### config.mk
export PLATFORM = sky130hd
export DESIGN_NAME = pcie_tlp_loop
export DESIGN_NICKNAME = d
export VERILOG_FILES = /design/src/rtl/tlp_stream_pkg.sv /design/src/rtl/pcie_core_pkg.sv /design/src/rtl/tlps128_if.sv /design/src/rtl/tlps_src64.sv /design/src/rtl/tlps_queue.sv /design/src/rtl/tlps_dst64.sv /design/src/rtl/pcie_tlp_loop.sv
export SDC_FILE = /design/constraint.sdc
export NUM_CORES = 1
export LEC_CHECK = 0
export BUFFER_PORTS_ARGS = -buffer_cell sky130_fd_sc_hd__buf_2
export CAP_MARGIN = 20
export CELL_PAD_IN_SITES_DETAIL_PLACEMENT = 1
export CELL_PAD_IN_SITES_GLOBAL_PLACEMENT = 1
export CORE_MARGIN = 2
export CORE_UTILIZATION = 53
export DETAILED_ROUTE_END_ITERATION = 10
export PLACE_DENSITY_LB_ADDON = 0.1
export SYNTH_ARGS = -nofsm -noshare
export SYNTH_HDL_FRONTEND = slang
export SYNTH_SLANG_ARGS = --single-unit
### constraint.sdc
create_clock -name clk_pcie -period 6.9 [get_ports clk_pcie]
set_input_delay 1.035 -clock clk_pcie [delete_from_list [all_inputs] [get_ports clk_pcie]]
set_output_delay 1.035 -clock clk_pcie [all_outputs]
set_load 0.01 [all_outputs]
### src/rtl/tlp_stream_pkg.sv
// ----------------------------------------------------------
// TLP stream types
// widths and vector types of the 64-bit and 128-bit TLP
// data path between the core side and the stream side
// ----------------------------------------------------------

package tlp_stream_pkg;

    // one double word
    localparam int DW_BITS  = 32;
    localparam int QW_BITS  = 2 * DW_BITS;
    localparam int OCT_BITS = 4 * DW_BITS;

    // valid flag per DW of a 128-bit word, low DWs first
    typedef logic [3:0] dw_keep_t;

    // one 128-bit stream word
    typedef logic [OCT_BITS-1:0] oct_t;

    // one 64-bit core beat
    typedef logic [QW_BITS-1:0] qw_t;

    // DWs collected in the packer, 0 to 4
    typedef logic [2:0] dw_count_t;

endpackage

### src/rtl/pcie_core_pkg.sv
// ----------------------------------------------------------
// PCIe core beat encodings
// keep values of the 64-bit AXI stream side of the core
// ----------------------------------------------------------

package pcie_core_pkg;

    // byte keep of one 64-bit beat
    typedef logic [7:0] byte_keep_t;

    // both DWs of the beat carry data
    localparam byte_keep_t KEEP_TWO_DW = 8'hff;

    // only the low DW carries data, last beat of an odd TLP
    localparam byte_keep_t KEEP_ONE_DW = 8'h0f;

    // first byte of the upper DW, enough to tell the two apart
    localparam int KEEP_HI_DW_BIT = 4;

endpackage

### src/rtl/tlps128_if.sv
// ----------------------------------------------------------
// 128-bit TLP stream
// valid/ready stream of four-DW words, valid DWs packed low
// ----------------------------------------------------------

`timescale 1ns/1ps

interface tlps128_if import tlp_stream_pkg::*; ();

    oct_t     tdata;
    dw_keep_t tkeepdw;
    logic     tlast;
    logic     tvalid;
    logic     tready;

    // producer side
    modport source (
        output tdata,
        output tkeepdw,
        output tlast,
        output tvalid,
        input  tready
    );

    // consumer side
    modport sink (
        input  tdata,
        input  tkeepdw,
        input  tlast,
        input  tvalid,
        output tready
    );

endinterface

### src/rtl/tlps_src64.sv
// ----------------------------------------------------------
// TLP stream source
// packs 64-bit receive beats of the PCIe core into 128-bit
// stream words, one word per four DWs or per TLP end
// ----------------------------------------------------------

`timescale 1ns/1ps

module tlps_src64 import tlp_stream_pkg::*, pcie_core_pkg::*; (
    input  logic       clk_pcie,
    input  logic       rst,
    input  qw_t        rx_data,
    input  byte_keep_t rx_keep,
    input  logic       rx_last,
    input  logic       rx_valid,
    output logic       rx_ready,
    tlps128_if.source  tlps_out
);

    oct_t      word_q;
    dw_count_t dw_count;
    logic      last_q;

    logic      word_done;
    logic      rx_take;
    dw_count_t next_base;
    dw_count_t next_count;

    // ------------------------------------------------------------
    // word state
    // ------------------------------------------------------------

    // beats come in two DWs at a time, so three means four
    assign word_done = last_q || (dw_count > 3'd2);

    // a finished word must leave before the next beat lands
    assign rx_ready = !word_done || tlps_out.tready;
    assign rx_take  = rx_valid && rx_ready;

    // restart at DW 0 when the held word goes out this cycle
    assign next_base  = word_done ? 3'd0 : dw_count;
    assign next_count = next_base + (rx_keep[KEEP_HI_DW_BIT] ? 3'd2 : 3'd1);

    always_ff @(posedge clk_pcie) begin
        if (rst) begin
            dw_count <= '0;
            last_q   <= 1'b0;
        end else if (rx_take) begin
            dw_count <= next_count;
            last_q   <= rx_last;
        end else if (word_done && tlps_out.tready) begin
            dw_count <= '0;
            last_q   <= 1'b0;
        end
    end

    // payload at the current DW offset, base is never above 2
    always_ff @(posedge clk_pcie) begin
        if (rx_take) begin
            word_q[DW_BITS*next_base +: QW_BITS] <= rx_data;
        end
    end

    // ------------------------------------------------------------
    // stream output
    // ------------------------------------------------------------

    assign tlps_out.tdata   = word_q;
    assign tlps_out.tkeepdw = {(dw_count > 3'd3), (dw_count > 3'd2),
                               (dw_count > 3'd1), 1'b1};
    assign tlps_out.tlast   = last_q;
    assign tlps_out.tvalid  = word_done;

endmodule

### src/rtl/tlps_queue.sv
// ----------------------------------------------------------
// TLP stream queue
// ring buffer of 128-bit words between packer and splitter,
// push and pop may happen in the same cycle
// ----------------------------------------------------------

`timescale 1ns/1ps

module tlps_queue import tlp_stream_pkg::*; #(
    parameter int QUEUE_DEPTH = 4
) (
    input  logic      clk_pcie,
    input  logic      rst,
    tlps128_if.sink   wr,
    tlps128_if.source rd
);

    localparam int PTR_W = $clog2(QUEUE_DEPTH);

    typedef logic [PTR_W-1:0] ptr_t;
    typedef logic [PTR_W:0]   fill_t;

    localparam fill_t FILL_FULL = fill_t'(QUEUE_DEPTH);

    oct_t     mem_data [QUEUE_DEPTH];
    dw_keep_t mem_keep [QUEUE_DEPTH];
    logic     mem_last [QUEUE_DEPTH];

    ptr_t  wr_ptr;
    ptr_t  rd_ptr;
    fill_t fill;

    logic push;
    logic pop;

    assign wr.tready = (fill != FILL_FULL);
    assign rd.tvalid = (fill != '0);

    assign push = wr.tvalid && wr.tready;
    assign pop  = rd.tvalid && rd.tready;

    // head entry straight from the array
    assign rd.tdata   = mem_data[rd_ptr];
    assign rd.tkeepdw = mem_keep[rd_ptr];
    assign rd.tlast   = mem_last[rd_ptr];

    // ------------------------------------------------------------
    // pointers and fill level
    // ------------------------------------------------------------

    // pointers wrap on their own, depth is a power of two
    always_ff @(posedge clk_pcie) begin
        if (rst) begin
            wr_ptr <= '0;
            rd_ptr <= '0;
            fill   <= '0;
        end else begin
            if (push) begin
                wr_ptr <= wr_ptr + 1'b1;
            end
            if (pop) begin
                rd_ptr <= rd_ptr + 1'b1;
            end
            case ({push, pop})
                2'b10:   fill <= fill + 1'b1;
                2'b01:   fill <= fill - 1'b1;
                default: fill <= fill;
            endcase
        end
    end

    // storage, data keep and last written as one entry
    always_ff @(posedge clk_pcie) begin
        if (push) begin
            mem_data[wr_ptr] <= wr.tdata;
            mem_keep[wr_ptr] <= wr.tkeepdw;
            mem_last[wr_ptr] <= wr.tlast;
        end
    end

endmodule

### src/rtl/tlps_dst64.sv
// ----------------------------------------------------------
// TLP stream sink
// splits 128-bit stream words into 64-bit transmit beats
// for the PCIe core, low half first
// ----------------------------------------------------------

`timescale 1ns/1ps

module tlps_dst64 import tlp_stream_pkg::*, pcie_core_pkg::*; (
    input  logic       clk_pcie,
    input  logic       rst,
    tlps128_if.sink    tlps_in,
    output qw_t        tx_data,
    output byte_keep_t tx_keep,
    output logic       tx_last,
    output logic       tx_valid,
    input  logic       tx_ready
);

    typedef enum logic {
        SEND_LO,
        SEND_HI
    } half_state_t;

    half_state_t state;

    qw_t  hi_data_q;
    logic hi_last_q;
    logic hi_two_q;
    logic upper_dw;
    logic split;

    // word reaches into DW 2, the low beat goes now
    assign split = (state == SEND_LO) && tlps_in.tvalid && tlps_in.tkeepdw[2] && tx_ready;

    // pop once the word is fully sent
    assign tlps_in.tready = tx_ready && ((state == SEND_HI) || !tlps_in.tkeepdw[2]);

    always_ff @(posedge clk_pcie) begin
        if (rst) begin
            state <= SEND_LO;
        end else if (tx_ready) begin
            state <= split ? SEND_HI : SEND_LO;
        end
    end

    // upper half of the word waiting for the next beat
    always_ff @(posedge clk_pcie) begin
        if (split) begin
            hi_data_q <= tlps_in.tdata[2*QW_BITS-1:QW_BITS];
            hi_last_q <= tlps_in.tlast;
            hi_two_q  <= tlps_in.tkeepdw[3];
        end
    end

    // ------------------------------------------------------------
    // core beat
    // ------------------------------------------------------------

    assign upper_dw = (state == SEND_HI) ? hi_two_q : tlps_in.tkeepdw[1];

    assign tx_data  = (state == SEND_HI) ? hi_data_q : tlps_in.tdata[QW_BITS-1:0];
    assign tx_keep  = upper_dw ? KEEP_TWO_DW : KEEP_ONE_DW;
    assign tx_last  = (state == SEND_HI) ? hi_last_q : (tlps_in.tlast && !tlps_in.tkeepdw[2]);
    assign tx_valid = (state == SEND_HI) || tlps_in.tvalid;

endmodule

### src/rtl/pcie_tlp_loop.sv
// ----------------------------------------------------------
// PCIe TLP loopback
// receive beats packed to 128 bits, queued, and split back
// into transmit beats in arrival order
// ----------------------------------------------------------

`timescale 1ns/1ps

module pcie_tlp_loop import tlp_stream_pkg::*, pcie_core_pkg::*; #(
    parameter int QUEUE_DEPTH = 4
) (
    input  logic       clk_pcie,
    input  logic       rst,

    // receive beats from the core
    input  qw_t        rx_data,
    input  byte_keep_t rx_keep,
    input  logic       rx_last,
    input  logic       rx_valid,
    output logic       rx_ready,

    // transmit beats to the core
    output qw_t        tx_data,
    output byte_keep_t tx_keep,
    output logic       tx_last,
    output logic       tx_valid,
    input  logic       tx_ready
);

    tlps128_if tlps_rx ();
    tlps128_if tlps_tx ();

    // ------------------------------------------------------------
    // receive packer
    // ------------------------------------------------------------

    tlps_src64 i_tlps_src64 (
        .clk_pcie (clk_pcie),
        .rst      (rst),
        .rx_data  (rx_data),
        .rx_keep  (rx_keep),
        .rx_last  (rx_last),
        .rx_valid (rx_valid),
        .rx_ready (rx_ready),
        .tlps_out (tlps_rx.source)
    );

    // ------------------------------------------------------------
    // word queue
    // ------------------------------------------------------------

    tlps_queue #(
        .QUEUE_DEPTH (QUEUE_DEPTH)
    ) i_tlps_queue (
        .clk_pcie (clk_pcie),
        .rst      (rst),
        .wr       (tlps_rx.sink),
        .rd       (tlps_tx.source)
    );

    // ------------------------------------------------------------
    // transmit splitter
    // ------------------------------------------------------------

    tlps_dst64 i_tlps_dst64 (
        .clk_pcie (clk_pcie),
        .rst      (rst),
        .tlps_in  (tlps_tx.sink),
        .tx_data  (tx_data),
        .tx_keep  (tx_keep),
        .tx_last  (tx_last),
        .tx_valid (tx_valid),
        .tx_ready (tx_ready)
    );

endmodule

Word-level counts from Yosys, hierarchy flattened
Memory sizes are Yosys's and may differ from the RTL's. A register that Yosys moved wholly into a read port is not among the register bits.
Cells that the tools add are included.
{"block": "classes", "n_mux": 21, "bitwise": 1, "reduce_logical": 17, "eq_ne": 3, "order_cmp": 3, "add_sub_neg": 6, "shifts": 2}
{"operator": "bitwise mux 128 bit", "n": 1}
{"operator": "variable shift 64 x 34 -> 128 bit, first input constant", "n": 1}
{"operator": "variable part select 64 x 34 -> 128 bit", "n": 1}
{"operator": "two-way mux 64 bit", "n": 1}
{"operator": "negation 8 -> 34 bit", "n": 1}
{"operator": "two-way mux 2 bit", "n": 7}
{"operator": "two-way mux 3 bit", "n": 3}
{"operator": "logical AND 1 bit", "n": 8}
{"operator": "two-way mux 8 bit", "n": 1}
{"operator": "two-way mux 1 bit", "n": 7}
{"operator": "> comparator 3 x 2 -> 1 bit, second input constant", "n": 2}
{"operator": "one-hot mux 3 bit (2 select lines)", "n": 1}
{"operator": "adder 2 x 1 -> 2 bit, second input constant", "n": 2}
{"operator": "logical OR 1 bit", "n": 4}
{"operator": "nonzero test 2 bit", "n": 2}
{"operator": "adder 3 x 1 -> 3 bit, second input constant", "n": 1}
{"operator": "adder 3 bit", "n": 1}
{"operator": "> comparator 3 x 1 -> 1 bit, second input constant", "n": 1}
{"operator": "!= test 3 bit, second input constant", "n": 1}
{"operator": "nonzero test 3 bit", "n": 1}
{"operator": "subtractor 3 x 1 -> 3 bit, second input constant", "n": 1}
{"operator": "equality test 2 x 1 -> 1 bit, second input constant", "n": 1}
{"operator": "equality test 2 bit, second input constant", "n": 1}
{"operator": "zero test 1 bit", "n": 2}
{"operator": "NOT 1 bit", "n": 1}
{"block": "word_totals", "wordCells": 66, "mem_bits_rw": 528, "input_bits": 77, "mem_count": 3, "out_inout_bits": 75, "reg_bits": 206}
{"name": "i_tlps_queue.mem_data", "words": 4, "word_bits": 128, "read_ports": 1, "rd_clocked_by_memory_dff": 1, "wr": 1, "line_no": "tlps_queue.sv:25", "source": "oct_t mem_data [QUEUE_DEPTH];"}
{"name": "i_tlps_queue.mem_keep", "words": 4, "word_bits": 3, "read_ports": 1, "rd_clocked_by_memory_dff": 1, "wr": 1, "line_no": "tlps_queue.sv:26", "source": "dw_keep_t mem_keep [QUEUE_DEPTH];"}
{"name": "i_tlps_queue.mem_last", "words": 4, "word_bits": 1, "read_ports": 1, "rd_clocked_by_memory_dff": 1, "wr": 1, "line_no": "tlps_queue.sv:27", "source": "logic mem_last [QUEUE_DEPTH];"}

Logic depth before layout (Yosys ltp)
Gate-level depths: netlist (run 1).
{"block": "depth", "depth_word": 6, "mapped_depth": 12, "mapped_depth_nobuf": 9}

By module
A second synthesis (run 1) with hierarchy kept.
{"block": "unflattened", "hier_cells": 1359, "area_unflattened_um2": 28681.3}
{"module": "tlps_queue", "seq_area_each_um2": 16155.5, "cells_each": 747, "area_per_inst_um2": 19642.6, "instances": 1}
{"module": "tlps_src64", "seq_area_each_um2": 3923.8, "cells_each": 453, "area_per_inst_um2": 5769.3, "instances": 1}
{"module": "tlps_dst64", "seq_area_each_um2": 2001.9, "cells_each": 159, "area_per_inst_um2": 3269.4, "instances": 1}

Worst setup path after synthesis (run 1)
No wires, ideal clock.
{"block": "synth_timing", "path_kind": "in2reg", "startpoint": "in tx_ready", "endpoint": "reg i_tlps_dst64.state", "setup_slack_ns": 0.521, "cell_stages": 3, "setup_time_ns": 0.078, "required_time_ns": 6.822, "n_path_buf": 0, "arrival_ns": 6.301, "cell_sequence": "o31ai_1 nor3_1 o21ba_2"}
{"block": "synth_via", "elab_chain_cells": 2}
{"element": "start: declaration", "line_no": "pcie_tlp_loop.sv:27", "source": "input logic tx_ready"}
{"element": "logical AND 1 bit", "line_no": "tlps_dst64.sv:34", "source": "assign split = (state == SEND_LO) && tlps_in.tvalid && tlps_in.tkeepdw[2] && tx_ready;"}
{"element": "named net i_tlps_dst64.split", "line_no": "tlps_dst64.sv:31", "source": "logic split;"}
{"element": "two-way mux 1 bit", "line_no": "tlps_dst64.sv:43", "source": "state <= split ? SEND_HI : SEND_LO;"}
{"element": "end signal: assignment", "line_no": "tlps_dst64.sv:43"}
{"element": "end: declaration", "line_no": "tlps_dst64.sv:25", "source": "half_state_t state;"}
The timed path passes the listed nets, and every way through them passes these cells.
A chain may end at the register's enable or synchronous reset.

==> run_results.csv, run 1 <==
group,metric,value,unit
yosys,synth_most_common_cell,"edfxtp_1",
critical_path,criticalPathCategory,"flip-flop to output pin",
finish,multi_input_area,5690,µm²
die,rows,84,
critical_path,reg2reg_to,"i_tlps_src64.tlps_out.tdata[80]$_DFFE_PP_",
clock_network,clk_path_buf_depth,3,
critical_path,crit_arrival,3.17,ns
min_path,holdPathEnd,"i_tlps_queue.mem_data[1][81]$_DFFE_PP_",
clock_network,cts.sinks,736,
die,pin_count,152,
timing,tightest_slew,1.13,ns
timing,fin_crit,4.21,ns
place,io_buffers,140,
yosys,yosysTopAreaCellShare,77.3,%
place,gp_congestion,0.725,
yosys,synth.ff_latch_count,736,
timing,setup_viol,0,
timing,max-slew-margin-rel,24.2,%
min_path,hp-class,"flip-flop to flip-flop",
clock_network,htree_levels,3,
clock_network,ctsHoldBuffers,0,
finish,register_area,22000,µm²
clock_network,post_cts_resize_count,0,
timing,fin_skew,0.0368,ns
clock_network,cts_made_buffers,75,
global_routing,grt_pass1_vias,15000,
clock_network,cts_setup_buffers,0,
yosys,ys_async_sr_fraction,0,%
die,die-area,54700,µm²
detailed_routing,dr.pass1.iters,5,
yosys,yosysUniqueCellTypes,48,
critical_path,ff2ff_setup_slack,2.88,ns
critical_path,cp-start-kind,"flip-flop",
power_and_ir_drop,peakVddDrop,212,µV
timing,fmax,238,MHz
critical_path,cp_max_fo,31,
detailed_routing,drtIter0Drc,1200,
critical_path,crit_slowest_cell,"dfxtp_4",
power_and_ir_drop,total_power,0.0100,W
die,die_w,234,µm
yosys,syn-instance-count,1337,
yosys,yosys.area.top_type,"edfxtp_1",
die,initial_core_util,53.5,%
finish,layout-drive-gt1-share,31.2,%
critical_path,crit_path_cell_trace,"buf_4, mux4_2, mux2_2, buf_2",
die,core_area,52400,µm²
global_routing,grt.total_usage,24.2,%
finish,num_antenna_cells,0,
yosys,syn_area,28000,µm²
finish,syn_to_final_growth,13.7,%
global_routing,antenna_found_initial,0,
power_and_ir_drop,p_leak,10.2,nW
detailed_routing,wl_per_cell,28.5,µm
detailed_routing,viasPerCell,6.04,
yosys,synth_area_leaders,"edfxtp_1 (77%), mux4_2 (11%), mux2_2 (2.7%)",
yosys,yosys_warnings,0,
clock_network,cts_tree,"done",
place,hpwl,34400,µm
min_path,worstHoldStart,"i_tlps_src64.tlps_out.tdata[81]$_DFFE_PP_",
detailed_routing,drt-total-wl,64100,µm
detailed_routing,drc,0,
global_routing,grt_start_max_net_pins,134,
power_and_ir_drop,p_per_area,314,nW/µm²
detailed_routing,num_vias,13600,
timing,hold_violations,0,
clock_network,clockRootBuffer,"clkbuf_16",
timing,rsz0062_at_grt,"false",
global_routing,grt_pass1_wl,95100,µm
timing,final.setup.tns,0,ns
clock_network,clock_latency,0.63,ns
yosys,synth_flop_cell,"edfxtp_1",
detailed_routing,ant_nets,0,
clock_network,cts.reportedPaths.clkPinSlew,0.06,ns
finish,layout.nets,1591,
yosys,ys_seq_area_share,78.3,%
critical_path,reg2reg_from,"i_tlps_src64.dw_count[1]$_SDFFE_PP0P_",
critical_path,worstRegToRegCells,10,
timing,drv_slew,0,
yosys,synth_edf_count,722,
min_path,hold_path_depth,0,
job,maxCapViolations,0,
global_routing,grt_overflow,0,
critical_path,critPathCaptureType,"output pin",
finish,fillCellCount,4448,
yosys,synth.avg_cell_area,21.0,µm²
outcome,status,"complete, no violations",
critical_path,max_stage_delay,0.76,ns
die,die_y,234,µm
yosys,synthTopCellsByCount,"edfxtp_1 (722), mux4_2 (131), nor2_1 (76)",
timing,timing.final.crit_share,61.0,%
critical_path,critPathRequiredTime,5.86,ns
==> per-stage QoR <==
stage | hold slack, ns | cell area (µm²) | util [%] | setup WS [ns] | std cells
3_3_place_gp | 0.464 | 29500 | 56.3 | 3.02 | 2114
4_1_cts | 0.489 | 31900 | 60.8 | 2.57 | 2251
6_report | 0.486 | 31900 | 60.8 | 2.69 | 2251
3_5_place_dp | 0.475 | 29500 | 56.3 | 2.89 | 2115
2_1_floorplan | 0.453 | 28000 | - | 0.521 | 1341
5_1_grt | 0.510 | 31900 | 60.8 | 2.46 | 2251
==> layer usage <==
metal	wire length [µm]	track usage (%)	up-vias	share of wire [%]
met5	0	0	-	0
met4	1260	7.44	0	2.0
met3	3360	3.95	89	5.2
met1	26600	32.9	7326	42
met2	32900	40.6	407	51
li1	-	-	5765	-
==> layout make-up <==
| cell class | count | share of cell area (%) |
|---|---|---|
| clock inverters | 41 | 1.09 |
| inverters | 9 | 0.122 |
| multi-input cells | 517 | 17.9 |
| flip-flops and latches | 736 | 68.9 |
| repair buffers | 165 | 3.08 |
| clock buffers | 95 | 6.22 |
| well taps | 688 | 2.70 |
==> cells in the final DEF, fill, tap and decap left out, types with 4 or more instances in the layout <==
cell type	netlist	layout
edfxtp_1	722	722
buf_2	27	140
mux4_2	131	131
clkbuf_16	0	76
nor2_1	76	74
mux2_2	66	66
nand2_1	42	42
a21oi_1	39	38
a22oi_1	34	34
a22o_1	32	32
and2_1	32	32
clkbuf_1	26	18
buf_4	20	18
clkinv_1	0	15
clkinv_2	0	12
dfxtp_1	14	11
inv_1	8	8
ha_1	8	8
inv_6	1	6
buf_12	0	6
o21ai_0	5	5
conb_1	1	5
bufinv_16	0	5
and3_4	0	4
==> critical path, delay by kind of cell, from the launching register on <==
kind,cells,cell delay [ns]
DFF,1,0.76
muxes,2,0.90
buffers and inverters,2,0.83
==> sequential cells by signal, indices dropped and copies added (netlist names), 2 cells and up, named ones only <==
register / cells
i_tlps_queue.wr_ptr: 2
i_tlps_queue.rd_ptr: 2
i_tlps_dst64.hi_data_q: 64
i_tlps_queue.mem_last: 4
i_tlps_queue.fill: 3
i_tlps_src64.dw_count: 3
i_tlps_queue.mem_data: 512
i_tlps_queue.mem_keep: 12
i_tlps_src64.tlps_out.tdata: 128
==> worst max-delay path by stage <==
stage | slack [ns] | end | cells after the start
floorplan | 0.52 | i_tlps_dst64.state$_SDFFE_PP0P_ | 3
global placement | 3.02 | i_tlps_src64.tlps_out.tdata[78]$_DFFE_PP_ | 10
detailed placement | 2.89 | i_tlps_src64.tlps_out.tdata[68]$_DFFE_PP_ | 10
CTS | 2.57 | tx_data[60] | 4
global route | 2.46 | tx_data[60] | 4
finish | 2.69 | tx_data[26] | 4
==> kinds of logic after synthesis <==
logic type,Yosys count,synth area share [%]
mux,200,13.3
other cells,1,0.0134
buf+inv,88,1.69
flops,736,78.3
compound gates,122,3.04
fa+ha+maj,10,0.500
simple gates,176,3.00
xor+xnor,4,0.125
==> power breakdown <==
| part | switching, W | internal, W |
|---|---|---|
| sequential | 0.0000850 | 0.00507 |
| clock | 0.00168 | 0.00223 |
| combinational | 0.000528 | 0.000425 |
(Power assumes the default switching activity.)
==> inputs of run 2 (changes only) <==
ABC_AREA = 1   (was default)
CORE_UTILIZATION = 46   (was 53)
clock period = 3.8 ns   (was 6.9 ns; I/O delays follow)
==> run 2 against run 1 <==
Worst setup slack got worse by 2.2 ns; hold slack worse by 0.24 ns; largest cell class unchanged; via count is 32% higher; clock-buffer cell count unchanged; sequential share of layout area shrank 2.2 points; highest routed layer unchanged; die area rose by 17%; critical path type unchanged; critical endpoint is now tx_data[39].
==> run_results.csv, run 2 <==
group,metric,value,unit
detailed_routing,viasPerCell,5.65,
yosys,yosys_warnings,0,
die,die_y,253,µm
detailed_routing,drt-total-wl,78400,µm
min_path,hp-class,"input port to flip-flop",
yosys,yosysTopAreaCellShare,75.9,%
yosys,syn-instance-count,2144,
power_and_ir_drop,swShare,23.5,%
yosys,synthTopCellsByCount,"edfxtp_1 (722), nor2_1 (531), o21ai_0 (267)",
critical_path,cp-start-kind,"flip-flop",
finish,final_cell_mix,"edfxtp_1 (722), nor2_1 (526), o21ai_0 (267)",
place,hpwl,47400,µm
power_and_ir_drop,p_sw,0.00433,W
finish,layout_commonest_cell,"edfxtp_1",
timing,fin_hold_ws,0.246,ns
timing,fmax,300,MHz
timing,drv_slew,0,
critical_path,critPathCaptureType,"output pin",
clock_network,clockRootBuffer,"clkbuf_16",
critical_path,crit_slowest_cell,"buf_4",
yosys,synth.avg_cell_area,13.3,µm²
clock_network,cts_setup_buffers,0,
detailed_routing,num_vias,18000,
yosys,syn_area,28600,µm²
timing,setup_viol,0,
finish,regMostFlops,"i_tlps_queue.mem_data",
power_and_ir_drop,p_leak,11.0,nW
yosys,synth_edf_count,722,
power_and_ir_drop,p_per_area,560,nW/µm²
clock_network,cts_tree,"done",
global_routing,grt_overflow,0,
global_routing,grt.total_usage,24.7,%
clock_network,clock_latency,0.61,ns
timing,fin_skew,0.0154,ns
die,initial_core_util,46.4,%
die,die-area,64100,µm²
yosys,synth_flop_cell,"edfxtp_1",
yosys,yosysUniqueCellTypes,34,
outcome,status,"complete, no violations",
finish,syn_to_final_growth,15.3,%
finish,layout-drive-gt1-share,14.1,%
global_routing,grt_start_max_net_pins,114,
timing,max-slew-margin-rel,38.7,%
critical_path,crit_arrival,2.77,ns
critical_path,max_stage_delay,0.61,ns
timing,tightest_slew,0.918,ns
clock_network,cts_made_buffers,77,
clock_network,htree_levels,3,
global_routing,grt_pass1_wl,117000,µm
power_and_ir_drop,seq_power_share,50.6,%
place,gp_congestion,0.827,
power_and_ir_drop,peakVddDrop,355,µV
timing,fin_crit,3.34,ns
die,rows,91,
finish,largest_reg_flops,512,
timing,rsz0062_at_grt,"false",
clock_network,clk_path_buf_depth,3,
detailed_routing,ant_nets,0,
power_and_ir_drop,p_clk_share,41.0,%
clock_network,post_cts_resize_count,0,
critical_path,cp_max_fo,59,
place,dp.cells,3041,
critical_path,criticalPathCategory,"flip-flop to output pin",
job,maxCapViolations,0,
detailed_routing,drtIter0Drc,1554,
global_routing,grt_pass1_vias,18700,
yosys,synth_area_leaders,"edfxtp_1 (76%), nor2_1 (7.0%), o21ai_0 (4.7%)",
global_routing,antenna_found_initial,2,
yosys,yosys.area.top_type,"edfxtp_1",
critical_path,crit_path_cell_trace,"buf_4, buf_4, nor2_1, nor2_1, o21ai_0, a31oi_1, buf_2",
timing,hold_violations,0,
yosys,synth.ff_latch_count,736,
yosys,ys_seq_area_share,76.9,%
detailed_routing,drc,0,
detailed_routing,dr.pass1.iters,6,
finish,fin_cells,3179,
die,die_w,253,µm
power_and_ir_drop,p_comb_share,8.4,%
timing,final.setup.tns,0,ns
timing,timing.final.crit_share,87.8,%
finish,layout.nets,2370,
detailed_routing,wl_per_cell,24.7,µm
yosys,synth_most_common_cell,"edfxtp_1",
power_and_ir_drop,p_int,0.0141,W
clock_network,ctsHoldBuffers,0,
clock_network,cts.reportedPaths.clkPinSlew,0.06,ns
die,core_area,61600,µm²
place,io_buffers,140,
critical_path,critPathRequiredTime,3.23,ns
clock_network,cts.sinks,736,
yosys,ys_async_sr_fraction,0,%
die,pin_count,152,
[run 2: cells by family after synthesis]
family	count (synthesis)	share of synthesized area (%)
AO/OA/AOI/OAI	509	10.0
XOR/XNOR	1	0.0307
adder cells (fa/ha/maj)	10	0.491
buffers and inverters	231	3.51
flip-flops	736	76.9
other	1	0.0131
AND/OR/NAND/NOR	656	9.05
[run 2: critical path: cells and delay by family, from the launching register on]
family	cells	cell delay, ns
buf+inv	3	1.13
compound gates	2	0.29
flops	1	0.51
simple gates	2	0.18
[run 2: routing by layer]
layer / share of wire (%) / wire [µm] / global-route usage [%]
met2: 47 / 36900 / 39.6
met3: 5.5 / 4280 / 2.74
met4: 1.7 / 1320 / 5.92
met1: 46 / 35900 / 36.5
met5: 0 / 0 / 0
[run 2: through the flow]
step           total power, W  cell area [µm²]  worst slack (ns)  utilization [%]
6_report               0.0184            32900             0.464             53.5
5_1_grt                0.0190            32900             0.307             53.5
4_1_cts                0.0186            32900             0.363             53.5
3_5_place_dp           0.0111            30400             0.571             49.4
3_3_place_gp           0.0110            30400             0.624             49.4
2_1_floorplan          0.0104            28600            -0.963                -
[run 2: power by group through the flow]
stage | registers [W] | clock network [W] | logic, W
2_1_floorplan | 0.00946 | 0 | 0.000908
3_3_place_gp | 0.00947 | 0 | 0.00152
3_5_place_dp | 0.00949 | 0 | 0.00157
4_1_cts | 0.00932 | 0.00766 | 0.00157
5_1_grt | 0.00934 | 0.00795 | 0.00170
6_report | 0.00932 | 0.00755 | 0.00156
[run 2: area by class of cell]
cell class | instances | area, µm²
fill | 6111 | 28700
timing repair buffer | 200 | 1390
inverter | 87 | 343
antenna | 1 | 2.50
clock inverter | 42 | 434
tap | 837 | 1050
multi-input combinational | 1181 | 5680
clock buffer | 95 | 2070
sequential | 736 | 22000
[run 2: worst paths after layout]
| path | from | to | slack (ns) | cells past startpoint |
|---|---|---|---|---|
| worst min register to register | i_tlps_src64.tlps_out.tdata[119]$_DFFE_PP_ | i_tlps_queue.mem_data[2][119]$_DFFE_PP_ | 0.49 | 0 |
| worst min-delay path | rst | i_tlps_src64.dw_count[1]$_SDFFE_PP0P_ | 0.25 | 2 |
| worst max register to register | i_tlps_src64.dw_count[2]$_SDFFE_PP0P_ | i_tlps_src64.tlps_out.tdata[74]$_DFFE_PP_ | 0.56 | 12 |
| worst max-delay path | flip-flop | tx_data[39] | 0.46 | 7 |
==> inputs of run 3 (changes only) <==
PLACE_DENSITY_LB_ADDON = 0.05   (was 0.1)
SETUP_SLACK_MARGIN = 0.4   (was default)
==> run 3 against run 2 <==
Clock-buffer cell count increased by 6; hold slack got worse by 0.0073 ns; sequential power hardly changed; global-route usage up 1.3 points; clock power shrank 5.7%; sequential cell count unchanged; power fell by 2.2%; sequential share of layout area up 0.47 points; worst setup slack improved by 0.11 ns.
==> run_results.csv, run 3 (synthesis results as in run 2) <==
group,metric,value,unit
outcome,status,"complete, no violations",
detailed_routing,dr.pass1.iters,5,
timing,fin_crit,3.22,ns
timing,rsz0062_at_grt,"false",
min_path,hold_path_depth,2,
power_and_ir_drop,p_per_area,551,nW/µm²
job,maxCapViolations,0,
critical_path,worstSetupStartpoint,"i_tlps_src64.tlps_out.tlast$_SDFFE_PP0P_",
critical_path,criticalPathCategory,"flip-flop to flip-flop",
clock_network,clockRootBuffer,"clkbuf_16",
finish,layout_commonest_cell,"edfxtp_1",
power_and_ir_drop,p_int,0.0137,W
place,io_buffers,140,
critical_path,crit_arrival,3.47,ns
detailed_routing,drtIter0Drc,1424,
critical_path,critPathCaptureType,"flip-flop",
critical_path,cp_max_fo,32,
power_and_ir_drop,p_clk_share,39.5,%
min_path,holdPathEnd,"i_tlps_src64.tlps_out.tlast$_SDFFE_PP0P_",
finish,regMostFlops,"i_tlps_queue.mem_data",
power_and_ir_drop,p_leak,10.9,nW
die,rows,91,
timing,final.setup.tns,0,ns
finish,layout-drive-gt1-share,13.7,%
die,pin_count,152,
power_and_ir_drop,seq_power_share,51.8,%
clock_network,cts_tree,"done",
power_and_ir_drop,p_comb_share,8.7,%
power_and_ir_drop,p_sw,0.00431,W
detailed_routing,drt-total-wl,82400,µm
critical_path,crit_path_cell_trace,"inv_1, nand3_2, nor2_8, inv_6, ha_1, buf_4, nor2_1, nand3_2, nor2_4, buf_4",
global_routing,grt_start_max_net_pins,120,
critical_path,crit_slowest_cell,"buf_4",
critical_path,reg2reg_from,"i_tlps_src64.tlps_out.tlast$_SDFFE_PP0P_",
timing,setup_viol,0,
timing,tightest_slew,0.859,ns
clock_network,cts.reportedPaths.clkPinSlew,0.06,ns
global_routing,grt_pass1_wl,121000,µm
clock_network,htree_levels,3,
detailed_routing,ant_nets,0,
detailed_routing,num_vias,18100,
timing,fin_skew,0.0253,ns
critical_path,worstRegToRegCells,10,
clock_network,clk_path_buf_depth,3,
clock_network,ctsHoldBuffers,0,
timing,hold_violations,0,
finish,final_cell_mix,"edfxtp_1 (722), nor2_1 (526), o21ai_0 (267)",
global_routing,grt.total_usage,26.1,%
die,die_y,253,µm
critical_path,critPathRequiredTime,4.05,ns
clock_network,cts_made_buffers,78,
min_path,worstHoldStart,"rst",
finish,fin_cells,3167,
critical_path,reg2reg_to,"i_tlps_src64.tlps_out.tdata[12]$_DFFE_PP_",
global_routing,grt_overflow,0,
place,hpwl,51100,µm
place,gp_congestion,0.795,
die,die_w,253,µm
clock_network,clock_latency,0.61,ns
detailed_routing,drc,0,
die,die-area,64100,µm²
place,dp.cells,3027,
critical_path,ff2ff_setup_slack,0.58,ns
timing,max-slew-margin-rel,42.8,%
finish,layout.nets,2361,
critical_path,cp-start-kind,"flip-flop",
critical_path,max_stage_delay,0.43,ns
timing,fmax,310,MHz
global_routing,grt_pass1_vias,18500,
die,core_area,61600,µm²
min_path,hp-class,"input port to flip-flop",
power_and_ir_drop,swShare,23.9,%
detailed_routing,wl_per_cell,26.0,µm
detailed_routing,viasPerCell,5.72,
die,initial_core_util,46.4,%
clock_network,cts.sinks,736,
finish,syn_to_final_growth,14.5,%
timing,drv_slew,0,
global_routing,antenna_found_initial,5,
finish,largest_reg_flops,512,
power_and_ir_drop,peakVddDrop,322,µV
timing,timing.final.crit_share,84.8,%
## run 3: changes by cell type in the layout (fill, tap and decap cells not counted), sizes merged
cell	delta
buf	-10
bufinv	-7
clkbuf	+6
clkinvlp	-1
## run 3: how the worst max path moves through the flow
| stage | end | slack [ns] | cells past startpoint |
|---|---|---|---|
| 2_1_floorplan | i_tlps_queue.mem_data[0][0]$_DFFE_PP_ | -0.96 | 5 |
| 3_3_place_gp | i_tlps_src64.tlps_out.tdata[37]$_DFFE_PP_ | 0.65 | 10 |
| 3_5_place_dp | i_tlps_src64.tlps_out.tdata[36]$_DFFE_PP_ | 0.45 | 10 |
| 4_1_cts | tx_data[42] | 0.40 | 6 |
| 5_1_grt | i_tlps_src64.tlps_out.tdata[29]$_DFFE_PP_ | 0.42 | 10 |
| 6_report | i_tlps_src64.tlps_out.tdata[12]$_DFFE_PP_ | 0.58 | 10 |
## run 3: timing repair
action,4_1_cts,5_1_grt
resized for setup,0,2
buffers inserted,0,4
endpoints found under the setup margin,0,55
## run 3: power groups by stage
stage / combinational, W / clock, W / sequential, W
2_1_floorplan: 0.000911 / 0 / 0.00945
3_3_place_gp: 0.00152 / 0 / 0.00949
3_5_place_dp: 0.00157 / 0 / 0.00950
4_1_cts: 0.00157 / 0.00725 / 0.00934
5_1_grt: 0.00171 / 0.00755 / 0.00935
6_report: 0.00156 / 0.00712 / 0.00934
## run 3: final cells by class
type / count / area [µm²]
fill: 6084 / 28900
sequential: 736 / 22000
multi-input combinational: 1181 / 5680
clock buffer: 101 / 2130
timing repair buffer: 190 / 1310
tap: 837 / 1050
inverter: 87 / 343
clock inverter: 34 / 223
antenna: 1 / 2.50
## run 3: critical path, delay by kind of cell (launching register included)
kind,cells,cell delay [ns]
flip-flops,1,0.38
adder cells (fa/ha/maj),1,0.36
buffers and inverters,4,0.94
AND/OR/NAND/NOR,5,1.13
## run 3: metal layers
metal,up-vias,part of all wire (%),GRT usage (%)
met5,-,0.012,0
met4,2,2.7,8.42
met1,9359,42,36.3
li1,8043,-,-
met3,127,7.0,4.32
met2,600,48,42.0
## run 3: through the flow
stage / power (W) / utilization (%) / worst slack, ns / cell area [µm²] / hold WS (ns)
3_3_place_gp: 0.0110 / 49.2 / 0.650 / 30300 / 0.469
4_1_cts: 0.0182 / 53.0 / 0.405 / 32700 / 0.212
5_1_grt: 0.0186 / 53.1 / 0.422 / 32700 / 0.251
2_1_floorplan: 0.0104 / - / -0.963 / 28600 / 0.459
6_report: 0.0180 / 53.1 / 0.577 / 32700 / 0.239
3_5_place_dp: 0.0111 / 49.2 / 0.452 / 30300 / 0.486
